[src/soc_config.svh]
`ifndef SOC_CONFIG_SVH
`define SOC_CONFIG_SVH

// ~~~~~~~~~~~~~~~~~~~~~~~~~~~~~~~~~~~~~~~~~~~~~~~~~~~~~~~~~~~~~~~~~~~~~~~~~
// Address map, top addresses exclusive.
// ~~~~~~~~~~~~~~~~~~~~~~~~~~~~~~~~~~~~~~~~~~~~~~~~~~~~~~~~~~~~~~~~~~~~~~~~~

`define SOC_BRAM_BASE  32'h0000_0000
`define SOC_BRAM_TOP   32'h0000_1000

`define SOC_CLINT_BASE 32'h0200_0000
`define SOC_CLINT_TOP  32'h0200_C000

// ~~~~~~~~~~~~~~~~~~~~~~~~~~~~~~~~~~~~~~~~~~~~~~~~~~~~~~~~~~~~~~~~~~~~~~~~~
// Sizing.
// ~~~~~~~~~~~~~~~~~~~~~~~~~~~~~~~~~~~~~~~~~~~~~~~~~~~~~~~~~~~~~~~~~~~~~~~~~

`define SOC_BRAM_WORDS 1024
`define SOC_RTC_DIV    8     // clk cycles per mtime step.

`endif
[src/bus_pkg.sv]
package bus_pkg;

  // Region hit by a request.
  typedef enum logic [1:0] {
    TGT_NONE  = 2'd0,
    TGT_BRAM  = 2'd1,
    TGT_CLINT = 2'd2
  } target_e;

  // Which requester currently holds a target.
  typedef enum logic [1:0] {
    OWN_IDLE  = 2'd0,
    OWN_INSTR = 2'd1,
    OWN_DATA  = 2'd2
  } owner_e;

endpackage

[src/port_router.sv]
`timescale 1ns/1ps

module port_router (
  input  logic        clk,
  input  logic        rst,

  input  logic        imem_valid_i,
  input  logic [31:0] imem_addr_i,
  input  logic [31:0] imem_wdata_i,
  input  logic [3:0]  imem_wstrb_i,
  output logic [31:0] imem_rdata_o,
  output logic        imem_ready_o,

  input  logic        dmem_valid_i,
  input  logic [31:0] dmem_addr_i,
  input  logic [31:0] dmem_wdata_i,
  input  logic [3:0]  dmem_wstrb_i,
  output logic [31:0] dmem_rdata_o,
  output logic        dmem_ready_o,

  output logic        bram_valid_o,
  output logic [31:0] bram_offset_o,
  output logic [31:0] bram_wdata_o,
  output logic [3:0]  bram_wstrb_o,
  input  logic [31:0] bram_rdata_i,
  input  logic        bram_ready_i,

  output logic        clint_valid_o,
  output logic [31:0] clint_offset_o,
  output logic [31:0] clint_wdata_o,
  output logic [3:0]  clint_wstrb_o,
  input  logic [31:0] clint_rdata_i,
  input  logic        clint_ready_i
);

  bus_pkg::target_e imem_target;
  bus_pkg::target_e dmem_target;
  logic [31:0]      imem_offset;
  logic [31:0]      dmem_offset;

  bus_pkg::owner_e  bram_owner_q;
  bus_pkg::owner_e  clint_owner_q;
  bus_pkg::owner_e  bram_grant;
  bus_pkg::owner_e  clint_grant;

  logic             imem_busy;
  logic             dmem_busy;

  // Data port wins a tie on an idle target.
  function automatic bus_pkg::owner_e pick_owner(
    input bus_pkg::target_e tgt,
    input bus_pkg::owner_e  owner,
    input bus_pkg::target_e i_tgt,
    input bus_pkg::target_e d_tgt,
    input logic             i_busy,
    input logic             d_busy
  );
    bus_pkg::owner_e win;
    win = bus_pkg::OWN_IDLE;
    if (owner == bus_pkg::OWN_IDLE) begin
      if (d_tgt == tgt && !d_busy) begin
        win = bus_pkg::OWN_DATA;
      end else if (i_tgt == tgt && !i_busy) begin
        win = bus_pkg::OWN_INSTR;
      end
    end
    return win;
  endfunction

  // ~~~~~~~~~~~~~~~~~~~~~~~~~~~~~~~~~~~~~~~~~~~~~~~~~~~~~~~~~~~~~~~~~~~~~~~~~
  // Decode and grant.
  // ~~~~~~~~~~~~~~~~~~~~~~~~~~~~~~~~~~~~~~~~~~~~~~~~~~~~~~~~~~~~~~~~~~~~~~~~~

  addr_decode imem_decode_inst (
    .addr_i   (imem_addr_i),
    .valid_i  (imem_valid_i),
    .target_o (imem_target),
    .offset_o (imem_offset)
  );

  addr_decode dmem_decode_inst (
    .addr_i   (dmem_addr_i),
    .valid_i  (dmem_valid_i),
    .target_o (dmem_target),
    .offset_o (dmem_offset)
  );

  // Owner stays set through the ready cycle, so this also blocks a regrant.
  assign imem_busy = (bram_owner_q == bus_pkg::OWN_INSTR) ||
                     (clint_owner_q == bus_pkg::OWN_INSTR);
  assign dmem_busy = (bram_owner_q == bus_pkg::OWN_DATA) ||
                     (clint_owner_q == bus_pkg::OWN_DATA);

  assign bram_grant  = pick_owner(bus_pkg::TGT_BRAM, bram_owner_q,
                                  imem_target, dmem_target, imem_busy, dmem_busy);
  assign clint_grant = pick_owner(bus_pkg::TGT_CLINT, clint_owner_q,
                                  imem_target, dmem_target, imem_busy, dmem_busy);

  always_ff @(posedge clk) begin
    if (!rst) begin
      bram_owner_q  <= bus_pkg::OWN_IDLE;
      clint_owner_q <= bus_pkg::OWN_IDLE;
    end else begin
      if (bram_ready_i) begin
        bram_owner_q <= bus_pkg::OWN_IDLE;
      end else if (bram_grant != bus_pkg::OWN_IDLE) begin
        bram_owner_q <= bram_grant;
      end
      if (clint_ready_i) begin
        clint_owner_q <= bus_pkg::OWN_IDLE;
      end else if (clint_grant != bus_pkg::OWN_IDLE) begin
        clint_owner_q <= clint_grant;
      end
    end
  end

  // Request steering, valid only in the grant cycle.
  assign bram_valid_o   = (bram_grant != bus_pkg::OWN_IDLE);
  assign bram_offset_o  = (bram_grant == bus_pkg::OWN_DATA) ? dmem_offset : imem_offset;
  assign bram_wdata_o   = (bram_grant == bus_pkg::OWN_DATA) ? dmem_wdata_i : imem_wdata_i;
  assign bram_wstrb_o   = (bram_grant == bus_pkg::OWN_DATA) ? dmem_wstrb_i : imem_wstrb_i;

  assign clint_valid_o  = (clint_grant != bus_pkg::OWN_IDLE);
  assign clint_offset_o = (clint_grant == bus_pkg::OWN_DATA) ? dmem_offset : imem_offset;
  assign clint_wdata_o  = (clint_grant == bus_pkg::OWN_DATA) ? dmem_wdata_i : imem_wdata_i;
  assign clint_wstrb_o  = (clint_grant == bus_pkg::OWN_DATA) ? dmem_wstrb_i : imem_wstrb_i;

  // ~~~~~~~~~~~~~~~~~~~~~~~~~~~~~~~~~~~~~~~~~~~~~~~~~~~~~~~~~~~~~~~~~~~~~~~~~
  // Response return by owner.
  // ~~~~~~~~~~~~~~~~~~~~~~~~~~~~~~~~~~~~~~~~~~~~~~~~~~~~~~~~~~~~~~~~~~~~~~~~~

  always_comb begin
    imem_ready_o = 1'b0;
    imem_rdata_o = '0;
    dmem_ready_o = 1'b0;
    dmem_rdata_o = '0;
    if (bram_ready_i && bram_owner_q == bus_pkg::OWN_DATA) begin
      dmem_ready_o = 1'b1;
      dmem_rdata_o = bram_rdata_i;
    end else if (bram_ready_i && bram_owner_q == bus_pkg::OWN_INSTR) begin
      imem_ready_o = 1'b1;
      imem_rdata_o = bram_rdata_i;
    end
    if (clint_ready_i && clint_owner_q == bus_pkg::OWN_DATA) begin
      dmem_ready_o = 1'b1;
      dmem_rdata_o = clint_rdata_i;
    end else if (clint_ready_i && clint_owner_q == bus_pkg::OWN_INSTR) begin
      imem_ready_o = 1'b1;
      imem_rdata_o = clint_rdata_i;
    end
  end

endmodule

[src/addr_decode.sv]
`timescale 1ns/1ps

`include "soc_config.svh"

module addr_decode (
  input  logic [31:0]      addr_i,
  input  logic             valid_i,
  output bus_pkg::target_e target_o,
  output logic [31:0]      offset_o
);

  always_comb begin
    target_o = bus_pkg::TGT_NONE;
    offset_o = '0;
    if (valid_i) begin
      if (addr_i >= `SOC_CLINT_BASE && addr_i < `SOC_CLINT_TOP) begin
        target_o = bus_pkg::TGT_CLINT;
        offset_o = addr_i - `SOC_CLINT_BASE;
      end else if (addr_i >= `SOC_BRAM_BASE && addr_i < `SOC_BRAM_TOP) begin
        target_o = bus_pkg::TGT_BRAM;
        offset_o = addr_i - `SOC_BRAM_BASE;
      end
      // Unmapped stays TGT_NONE and is never granted.
    end
  end

endmodule

[config.mk]
export PLATFORM = sky130hd
export DESIGN_NAME = port_router
export DESIGN_NICKNAME = d
export VERILOG_FILES = /design/src/bus_pkg.sv /design/src/port_router.sv /design/src/addr_decode.sv
export VERILOG_INCLUDE_DIRS = /design/src /design/src/src
export SDC_FILE = /design/constraint.sdc
export NUM_CORES = 1
export LEC_CHECK = 0
export BUFFER_PORTS_ARGS = -buffer_cell sky130_fd_sc_hd__buf_4
export CORE_AREA = 2 2 159 161
export CTS_BUF_LIST = sky130_fd_sc_hd__clkbuf_4 sky130_fd_sc_hd__clkbuf_8
export CTS_CLUSTER_DIAMETER = 40
export DETAILED_ROUTE_END_ITERATION = 10
export DIE_AREA = 0 0 161 163
export GPL_TIMING_DRIVEN = 0
export PLACE_DENSITY_LB_ADDON = 0.15
export SETUP_SLACK_MARGIN = 0.2
export SLEW_MARGIN = 20
export SYNTH_ARGS = -nofsm -noshare
export SYNTH_HDL_FRONTEND = slang
export SYNTH_HIERARCHICAL = 1
export SYNTH_SLANG_ARGS = --single-unit
[constraint.sdc]
create_clock -name clk -period 2.6 [get_ports clk]
set_input_delay 0.13 -clock clk [delete_from_list [all_inputs] [get_ports clk]]
set_output_delay 0.13 -clock clk [all_outputs]
set_load 0.05 [all_outputs]
==> results of run 1 <==
==> cell type report <==
cell class	count	area (um2)
plain buffers	62	524
well taps	330	413
repair buffers	399	3340
clock buffers	3	41.3
inverters	9	33.8
flip-flops and latches	4	80.1
multi-input cells	417	3550
fillers	2711	16700
==> layer usage <==
layer  routed length [um]  part of all wire  track usage  up-vias
li1                     -                 -            -     2508
met1                 8020              0.39        0.165     2325
met2                10700              0.52        0.273      223
met3                 1680             0.082       0.0331        6
met4                  143            0.0070       0.0170        0
met5                    0                 0            0        -
==> where the power goes <==
part           internal (mW)  total [mW]  switching (mW)
clock                 0.0984       0.127          0.0285
combinational          0.427       0.917           0.490
sequential            0.0618      0.0618     0.000000272
total                  0.588        1.11           0.518
==> tightest hold or removal path, cell delays in order <==
cell                      delay, ps
sky130_fd_sc_hd__buf_4           90
sky130_fd_sc_hd__nor2b_1         50
sky130_fd_sc_hd__o211a_1        110
==> cells in the final DEF, fill, tap and decap left out, drive strengths merged, types with 3 or more instances in the layout <==
master	instances
nand3b	3
nand2b	4
or4	3
nor4	6
buf	445
nor2	6
dfxtp	4
nor2b	3
conb	24
nor3	42
clkbuf	19
a21oi	34
a21boi	3
inv	9
a22o	32
nand2	101
mux2	136
==> worst max-delay path by stage <==
stage	startpoint	to	slack [ps]	cells past startpoint
after global placement	dmem_addr_i[29]	bram_offset_o[14]	-600	8
after floorplan	imem_addr_i[29]	bram_valid_o	290	5
after CTS	dmem_addr_i[20]	clint_wdata_o[22]	160	10
after global routing	dmem_addr_i[31]	clint_offset_o[0]	90	10
after detailed placement	dmem_addr_i[29]	bram_offset_o[11]	-580	8
final	dmem_addr_i[20]	clint_offset_o[0]	190	10
==> cell families after synthesis <==
kind of cell             count (synthesis)  share of synthesized area
AND/OR/NAND/NOR                        180                      0.260
flip-flops                               4                     0.0204
multiplexers                           136                      0.456
XOR/XNOR                                 2                    0.00447
AO/OA/AOI/OAI                           73                      0.136
buffers and inverters                   71                      0.115
adder cells (fa/ha/maj)                  2                    0.00638
other                                    2                    0.00192
==> what timing repair did <==
item / in CTS / in global routing
gates cloned: 0 / 1
gates resized for setup: 87 / 43
endpoints found under the hold margin: 0 / 0
setup endpoints to repair: 117 / 117
hold buffers: 0 / 0
setup buffers: 8 / 5
pin swaps: 4 / 5
==> state kept, by name (all words and copies together), names as in the netlist <==
| register | cells |
|---|---|
| clint_owner_q | 2 |
| bram_owner_q | 2 |
==> results.sh, run 1 <==
export IMPL_timing_critical_path_max_delay_family="simple AND/OR/NAND/NOR gates"
export IMPL_cp_buffers_inverters=4
export IMPL_max_stage_delay_ps=430
export IMPL_path_clk_slew_ps=30
export IMPL_end_kind="output port"
export IMPL_layout_nets=1104
export IMPL_coreArea_um2=24700
export IMPL_placement_cell_area_um2=7300
export IMPL_fin_tns_setup_ps=0
export IMPL_design_power_total_mw=1.11
export IMPL_top_cells_by_area_in_the_synthesized_netlist="sky130_fd_sc_hd__mux2_4 (26%), sky130_fd_sc_hd__mux2_2 (20%), sky130_fd_sc_hd__nand2_1 (9.7%), sky130_fd_sc_hd__a22o_1 (7.2%), sky130_fd_sc_hd__nor3_2 (5.1%)"
export IMPL_max_slew_margin=0.650
export IMPL_timing_final_setup_violations=0
export IMPL_vias_in_the_first_global_route=5216
export IMPL_period_minus_slack_ps=2410
export IMPL_timing_critical_path_arrival_ps=2280
export IMPL_dr_pass1_iters=4
export IMPL_drt_drc_violations_left=0
export IMPL_reg2reg_from="bram_owner_q[1]"
export IMPL_clock_insertion_delay_worst_skew_ps=210
export IMPL_cp_required_ps=2470
export IMPL_leakagePower_nw=4.06
export IMPL_ys_warnings_count=6
export IMPL_final_hold_worst_slack_ps=229
export IMPL_clock_root_buffer="sky130_fd_sc_hd__clkbuf_8"
export IMPL_yosysSeqAreaShare=0.0204
export IMPL_grt_first_pass_wirelength_um=30000
export IMPL_setup_repair_after_global_routing_missed_its_margin="yes"
export IMPL_status="finished clean"
export IMPL_min_path_cells=3
export IMPL_grt_max_degree=11
export IMPL_synthesis_instances=470
export IMPL_synth_cells_most_frequent="sky130_fd_sc_hd__nand2_1 (101), sky130_fd_sc_hd__mux2_2 (68), sky130_fd_sc_hd__mux2_4 (68)"
export IMPL_layoutNonFillerInstCount=1224
export IMPL_post_synth_top_area_cell="sky130_fd_sc_hd__mux2_4"
export IMPL_drt_antenna_violating_nets=0
export IMPL_reg2regPathDepth=6
export IMPL_antennaDiodeCount=0
export IMPL_post_synth_top_area_fraction=0.261
export IMPL_detail_route_wirelength_um=20600
export IMPL_count_of_endpoints_failing_hold_in_the_final_timing_report=0
export IMPL_slowest_cell_on_the_critical_path="sky130_fd_sc_hd__or4_4"
export IMPL_postSynth_topFlopCell="sky130_fd_sc_hd__dfxtp_1"
export IMPL_worst_path_max_fanout=10
export IMPL_placement_rows=58
export IMPL_slew_viol_final=0
export IMPL_buffer_ports_inserted=385
export IMPL_ys_seq_elements=4
export IMPL_clock_sinks=4
export IMPL_vias_per_cell=4.14
export IMPL_startpoint_type="primary input"
export IMPL_worstPathCellList="buf_4, nor4_4, nand4_4, nor2_4, nand2b_4, or4_4, buf_12, buf_12, mux2_4, buf_6"
export IMPL_setup_slack_ps=187
export IMPL_dieWidth_um=161
export IMPL_grtUsageTotal=0.142
export IMPL_areaGrowthSynthToFinish_pct=104
export IMPL_fmax_mhz=415
export IMPL_clock_skew_ps=1.11
export IMPL_die_height_um=163
export IMPL_antenna_found_initial=0
export IMPL_vias=5062
export IMPL_rr_endpoint="clint_owner_q[1]"
export IMPL_final_std_cell_area_no_fill_um2=7990
export IMPL_post_place_ws_ps=-582
export IMPL_post_route_core_utilization=0.324
export IMPL_synth_lib_cells_used_distinct=37
export IMPL_min_delay_start="bram_ready_i"
export IMPL_synthArstFlopShare=0
export IMPL_routabilityCongestion=0.754
export IMPL_maxCapViolations=0
export IMPL_die_area_um2=26200
export IMPL_detailed_router_s_first_iteration_violation_count=190
export IMPL_initial_core_util=0.159
export IMPL_synthesis_area_um2=3920
export IMPL_cts_tree="yes"
export IMPL_wl_per_cell_um=16.8
export IMPL_vdd_ir_drop_worst_mv=0.102
export IMPL_place_detailed_instances=1207
export IMPL_bufs_on_longest_clock_path=2
export IMPL_criticalPathCategory="primary input to output port"
export IMPL_cts_inserted_buffers=3
export IMPL_design_portCount=410
export IMPL_min_period_over_period=0.928
export IMPL_worstMarginPinSlew_ps=521
export IMPL_place_hpwl_um=17300
export IMPL_post_synth_cell_area_avg_um2=8.34
export IMPL_synth_edff_count=0
export IMPL_grt_overflow_total=0
export IMPL_htree_levels=1
export IMPL_yosys_cell_count_top_type="sky130_fd_sc_hd__nand2_1"
export IMPL_post_route_cells_drive_above_1_share=0.702
export IMPL_power_per_cell_area_nw_per_um2=138
export IMPL_ff2ff_setup_slack_ps=950
export IMPL_min_delay_path_class="primary input to flop"
export IMPL_worst_path_most_repeated_cell="sky130_fd_sc_hd__buf_12"
export IMPL_min_to="bram_owner_q[0]"
Power figures use the tool's default switching activity.
==> run 2, diff against run 1 <==
- SETUP_SLACK_MARGIN: 0.2 -> 0.4
- SLEW_MARGIN: 20 -> 15
==> results.sh, run 2 (same netlist as run 1, synthesis figures left out) <==
export IMPL_layout_commonest_cell="sky130_fd_sc_hd__buf_4"
export IMPL_slowest_cell_on_the_critical_path="sky130_fd_sc_hd__or4_4"
export IMPL_min_delay_path_class="primary input to flop"
export IMPL_place_detailed_instances=1207
export IMPL_die_height_um=163
export IMPL_max_stage_delay_ps=430
export IMPL_post_place_ws_ps=-716
export IMPL_path_clk_slew_ps=30
export IMPL_setup_slack_ps=191
export IMPL_maxCapViolations=0
export IMPL_grtUsageTotal=0.143
export IMPL_power_per_cell_area_nw_per_um2=136
export IMPL_status="finished clean"
export IMPL_cts_tree="yes"
export IMPL_min_path_cells=3
export IMPL_clock_insertion_delay_worst_skew_ps=220
export IMPL_timing_critical_path_arrival_ps=2280
export IMPL_detailed_router_s_first_iteration_violation_count=236
export IMPL_rr_endpoint="clint_owner_q[1]"
export IMPL_antenna_found_initial=0
export IMPL_htree_levels=1
export IMPL_min_to="bram_owner_q[0]"
export IMPL_reg2reg_from="bram_owner_q[0]"
export IMPL_end_kind="output port"
export IMPL_final_cell_mix="sky130_fd_sc_hd__buf_4 (312), sky130_fd_sc_hd__buf_6 (106), sky130_fd_sc_hd__nand2_1 (101), sky130_fd_sc_hd__mux2_4 (75), sky130_fd_sc_hd__mux2_2 (61)"
export IMPL_worstPathCellList="buf_6, nor4_4, nand4_2, buf_6, nor2_4, nand2b_1, or4_4, buf_12, buf_8, mux2_4, buf_6"
export IMPL_drt_drc_violations_left=0
export IMPL_leakagePower_nw=4.23
export IMPL_layoutNonFillerInstCount=1234
export IMPL_place_hpwl_um=17200
export IMPL_bufs_on_longest_clock_path=2
export IMPL_worst_path_most_repeated_cell="sky130_fd_sc_hd__buf_6"
export IMPL_worst_path_max_fanout=10
export IMPL_dieWidth_um=161
export IMPL_die_area_um2=26200
export IMPL_final_hold_worst_slack_ps=212
export IMPL_detail_route_wirelength_um=20800
export IMPL_initial_core_util=0.159
export IMPL_dr_pass1_iters=4
export IMPL_clock_sinks=4
export IMPL_design_power_total_mw=1.13
export IMPL_vdd_ir_drop_worst_mv=0.0844
export IMPL_layout_nets=1114
export IMPL_vias_per_cell=4.16
export IMPL_post_route_core_utilization=0.338
export IMPL_fmax_mhz=415
export IMPL_clock_skew_ps=1.82
export IMPL_placement_rows=58
export IMPL_grt_overflow_total=0
export IMPL_post_route_cells_drive_above_1_share=0.709
export IMPL_setup_repair_after_global_routing_missed_its_margin="yes"
export IMPL_max_slew_margin=0.635
export IMPL_buffer_ports_inserted=385
export IMPL_worstMarginPinSlew_ps=547
export IMPL_slew_viol_final=0
export IMPL_wl_per_cell_um=16.9
export IMPL_min_delay_start="bram_ready_i"
export IMPL_vias=5129
export IMPL_grt_max_degree=11
export IMPL_vias_in_the_first_global_route=5169
export IMPL_startpoint_type="primary input"
export IMPL_design_portCount=410
export IMPL_count_of_endpoints_failing_hold_in_the_final_timing_report=0
export IMPL_drt_antenna_violating_nets=0
export IMPL_routabilityCongestion=0.800
export IMPL_coreArea_um2=24700
export IMPL_placement_cell_area_um2=7310
export IMPL_areaGrowthSynthToFinish_pct=113
export IMPL_antennaDiodeCount=0
export IMPL_fin_tns_setup_ps=0
export IMPL_criticalPathCategory="primary input to output port"
export IMPL_cp_required_ps=2470
export IMPL_period_minus_slack_ps=2410
export IMPL_reg2regPathDepth=6
export IMPL_timing_final_setup_violations=0
export IMPL_min_period_over_period=0.926
export IMPL_grt_first_pass_wirelength_um=30200
export IMPL_cts_inserted_buffers=3
export IMPL_ff2ff_setup_slack_ps=940
export IMPL_largest_registers="bram_owner_q: 2 flops, clint_owner_q: 2 flops"
export IMPL_final_std_cell_area_no_fill_um2=8350
export IMPL_clock_root_buffer="sky130_fd_sc_hd__clkbuf_8"
run 2: cell count changes in the layout (fill, tap and decap cells not counted), sizes merged:
cell	delta
buf	+8
clkbuf	+2
run 2: worst max-delay path, delay by kind of cell:
family | cells | cell delay (ps)
buf+inv | 5 | 750
mux | 1 | 310
simple gates | 5 | 1070
run 2: where the power goes:
group	internal [mW]	switching, mW	total [mW]
clock network	0.0987	0.0321	0.131
logic	0.442	0.497	0.939
registers	0.0618	0.000000264	0.0618
total	0.602	0.529	1.13
run 2: how the worst max path moves through the flow:
stage                         start                  to  slack, ps  cells past startpoint
finish              dmem_addr_i[31]   clint_wdata_o[14]        190                     11
global route        dmem_addr_i[31]   clint_wdata_o[13]        120                     11
CTS                 dmem_addr_i[29]   clint_wdata_o[18]        200                     11
detailed placement  dmem_addr_i[18]    bram_wdata_o[30]       -720                      8
global placement    dmem_addr_i[18]    bram_wdata_o[30]       -680                      8
floorplan           dmem_addr_i[18]  clint_offset_o[10]        410                      8
run 2: layer usage:
metal	global-route usage	part of all wire
met2	0.274	0.53
met4	0.0235	0.010
met3	0.0278	0.074
met5	0	0
met1	0.167	0.39
run 2: layout make-up:
cell class	count	area, um2
tap	330	413
timing repair buffer	409	3650
sequential	4	80.1
fill	2654	16300
multi-input combinational	417	3570
clock buffer	3	41.3
buffer	62	563
inverter	9	33.8
run 2: timing repair:
item,4_1_cts,5_1_grt
endpoints found under the setup margin,147,176
pin swaps,4,3
hold buffers,0,0
hold endpoints to repair,0,0
gates cloned,1,2
buffers inserted,13,8
resized for setup,139,56
==> run 3, diff against run 2 <==
- CORE_AREA: 2 2 159 161 -> 2 2 158 160
- DIE_AREA: 0 0 161 163 -> 0 0 160 162
- clock period: 2.6 -> 2.9 ns (I/O delays scaled with it)
==> results.sh, run 3 (same netlist as run 1, synthesis figures left out) <==
export IMPL_status="finished clean"
export IMPL_p_clk_frac=0.116
export IMPL_slowest_cell_on_the_critical_path="sky130_fd_sc_hd__or4_4"
export IMPL_cts_tree="yes"
export IMPL_worst_path_most_repeated_cell="sky130_fd_sc_hd__buf_6"
export IMPL_clock_sinks=4
export IMPL_power_internal_mw=0.521
export IMPL_layout_commonest_cell="sky130_fd_sc_hd__buf_4"
export IMPL_bufs_on_longest_clock_path=2
export IMPL_vias=4990
export IMPL_routabilityCongestion=0.780
export IMPL_setup_slack_ps=411
export IMPL_fin_tns_setup_ps=0
export IMPL_max_stage_delay_ps=490
export IMPL_place_detailed_instances=1201
export IMPL_reg2regPathDepth=4
export IMPL_pwr_share_seq=0.056
export IMPL_antenna_found_initial=0
export IMPL_vias_in_the_first_global_route=5135
export IMPL_die_area_um2=25900
export IMPL_coreArea_um2=24100
export IMPL_power_switching_mw=0.464
export IMPL_die_height_um=162
export IMPL_drt_antenna_violating_nets=0
export IMPL_power_switching_share=0.471
export IMPL_end_kind="output port"
export IMPL_htree_levels=1
export IMPL_clock_skew_ps=0.0871
export IMPL_setup_repair_after_global_routing_missed_its_margin="yes"
export IMPL_min_path_cells=3
export IMPL_max_slew_margin=0.629
export IMPL_layout_nets=1102
export IMPL_dr_pass1_iters=4
export IMPL_antennaDiodeCount=0
export IMPL_count_of_endpoints_failing_hold_in_the_final_timing_report=0
export IMPL_number_of_hold_buffers_added_after_cts=0
export IMPL_worstMarginPinSlew_ps=556
export IMPL_timing_critical_path_arrival_ps=2340
export IMPL_power_per_cell_area_nw_per_um2=126
export IMPL_wl_per_cell_um=17.1
export IMPL_placement_rows=57
export IMPL_slew_viol_final=0
export IMPL_startpoint_type="primary input"
export IMPL_maxCapViolations=0
export IMPL_ff2ff_setup_slack_ps=1350
export IMPL_post_route_cells_drive_above_1_share=0.698
export IMPL_drt_drc_violations_left=0
export IMPL_vdd_ir_drop_worst_mv=0.0678
export IMPL_largest_registers="bram_owner_q: 2 flops, clint_owner_q: 2 flops"
export IMPL_design_portCount=410
export IMPL_grt_first_pass_wirelength_um=30700
export IMPL_cp_depth=10
export IMPL_leakagePower_nw=3.97
export IMPL_fmax_mhz=402
export IMPL_detail_route_wirelength_um=20800
export IMPL_grt_max_degree=11
export IMPL_placement_cell_area_um2=7300
export IMPL_worst_path_max_fanout=10
export IMPL_timing_critical_path_max_delay_family="simple AND/OR/NAND/NOR gates"
export IMPL_clock_root_buffer="sky130_fd_sc_hd__clkbuf_8"
export IMPL_post_route_core_utilization=0.323
export IMPL_worstPathCellList="buf_4, nor4_4, nand4_4, nor2_4, nand2b_1, or4_4, buf_12, buf_6, mux2_4, buf_6"
export IMPL_pwr_share_comb=0.828
export IMPL_min_delay_path_class="primary input to flop"
export IMPL_criticalPathCategory="primary input to output port"
export IMPL_final_hold_worst_slack_ps=232
export IMPL_buffer_ports_inserted=385
export IMPL_path_clk_slew_ps=30
export IMPL_initial_core_util=0.163
export IMPL_dieWidth_um=160
export IMPL_design_power_total_mw=0.986
export IMPL_timing_final_setup_violations=0
export IMPL_layoutNonFillerInstCount=1216
export IMPL_vias_per_cell=4.10
export IMPL_post_place_ws_ps=-257
export IMPL_grt_overflow_total=0
export IMPL_detailed_router_s_first_iteration_violation_count=191
export IMPL_period_minus_slack_ps=2490
export IMPL_min_period_over_period=0.858
export IMPL_areaGrowthSynthToFinish_pct=98.9
export IMPL_place_hpwl_um=17500
export IMPL_final_cell_mix="sky130_fd_sc_hd__buf_4 (361), sky130_fd_sc_hd__nand2_1 (101), sky130_fd_sc_hd__mux2_4 (68), sky130_fd_sc_hd__mux2_2 (68), sky130_fd_sc_hd__buf_6 (60)"
export IMPL_cp_required_ps=2760
export IMPL_cp_buffers_inverters=4
export IMPL_final_std_cell_area_no_fill_um2=7800
export IMPL_clock_insertion_delay_worst_skew_ps=210
export IMPL_cts_inserted_buffers=3
export IMPL_grtUsageTotal=0.148
run 3: worst paths after layout:
check | start | end
setup / recovery | dmem_addr_i[27] | clint_wdata_o[9]
hold / removal | bram_ready_i | bram_owner_q[0]
setup reg to reg | clint_owner_q[1] | bram_owner_q[1]
hold reg to reg | bram_owner_q[1] | bram_owner_q[1]
run 3: worst reg2reg max path, delay by kind of cell (launching register included):
family | cells | cell delay (ps)
buffers and inverters | 2 | 490
flip-flops | 1 | 430
AO/OA/AOI/OAI | 2 | 500
run 3: per-layer routing:
metal	part of all wire	wire length (um)	global-route usage
met4	0.0065	136	0.0168
met3	0.074	1540	0.0355
met2	0.53	11000	0.283
met5	0	0	0
met1	0.39	8200	0.172
run 3: power by group through the flow:
stage               clock (mW)  combinational [mW]  sequential (mW)
finish                   0.115               0.816           0.0555
global route             0.126               0.859           0.0554
CTS                      0.118               0.809           0.0554
detailed placement           0               0.780           0.0562
global placement             0               0.778           0.0562
floorplan                    0               0.430           0.0562
run 3: cell type report:
class | count | area (um2)
timing repair buffer | 397 | 3250
fill | 2664 | 16300
tap | 324 | 405
buffer | 62 | 455
multi-input combinational | 417 | 3530
inverter | 9 | 33.8
sequential | 4 | 80.1
clock buffer | 3 | 41.3
run 3: timing repair:
action,CTS,global route
setup buffers,3,7
resized for setup,75,5
gates cloned,1,1
setup endpoints to repair,116,112
endpoints found under the hold margin,0,0
pin swaps,4,3
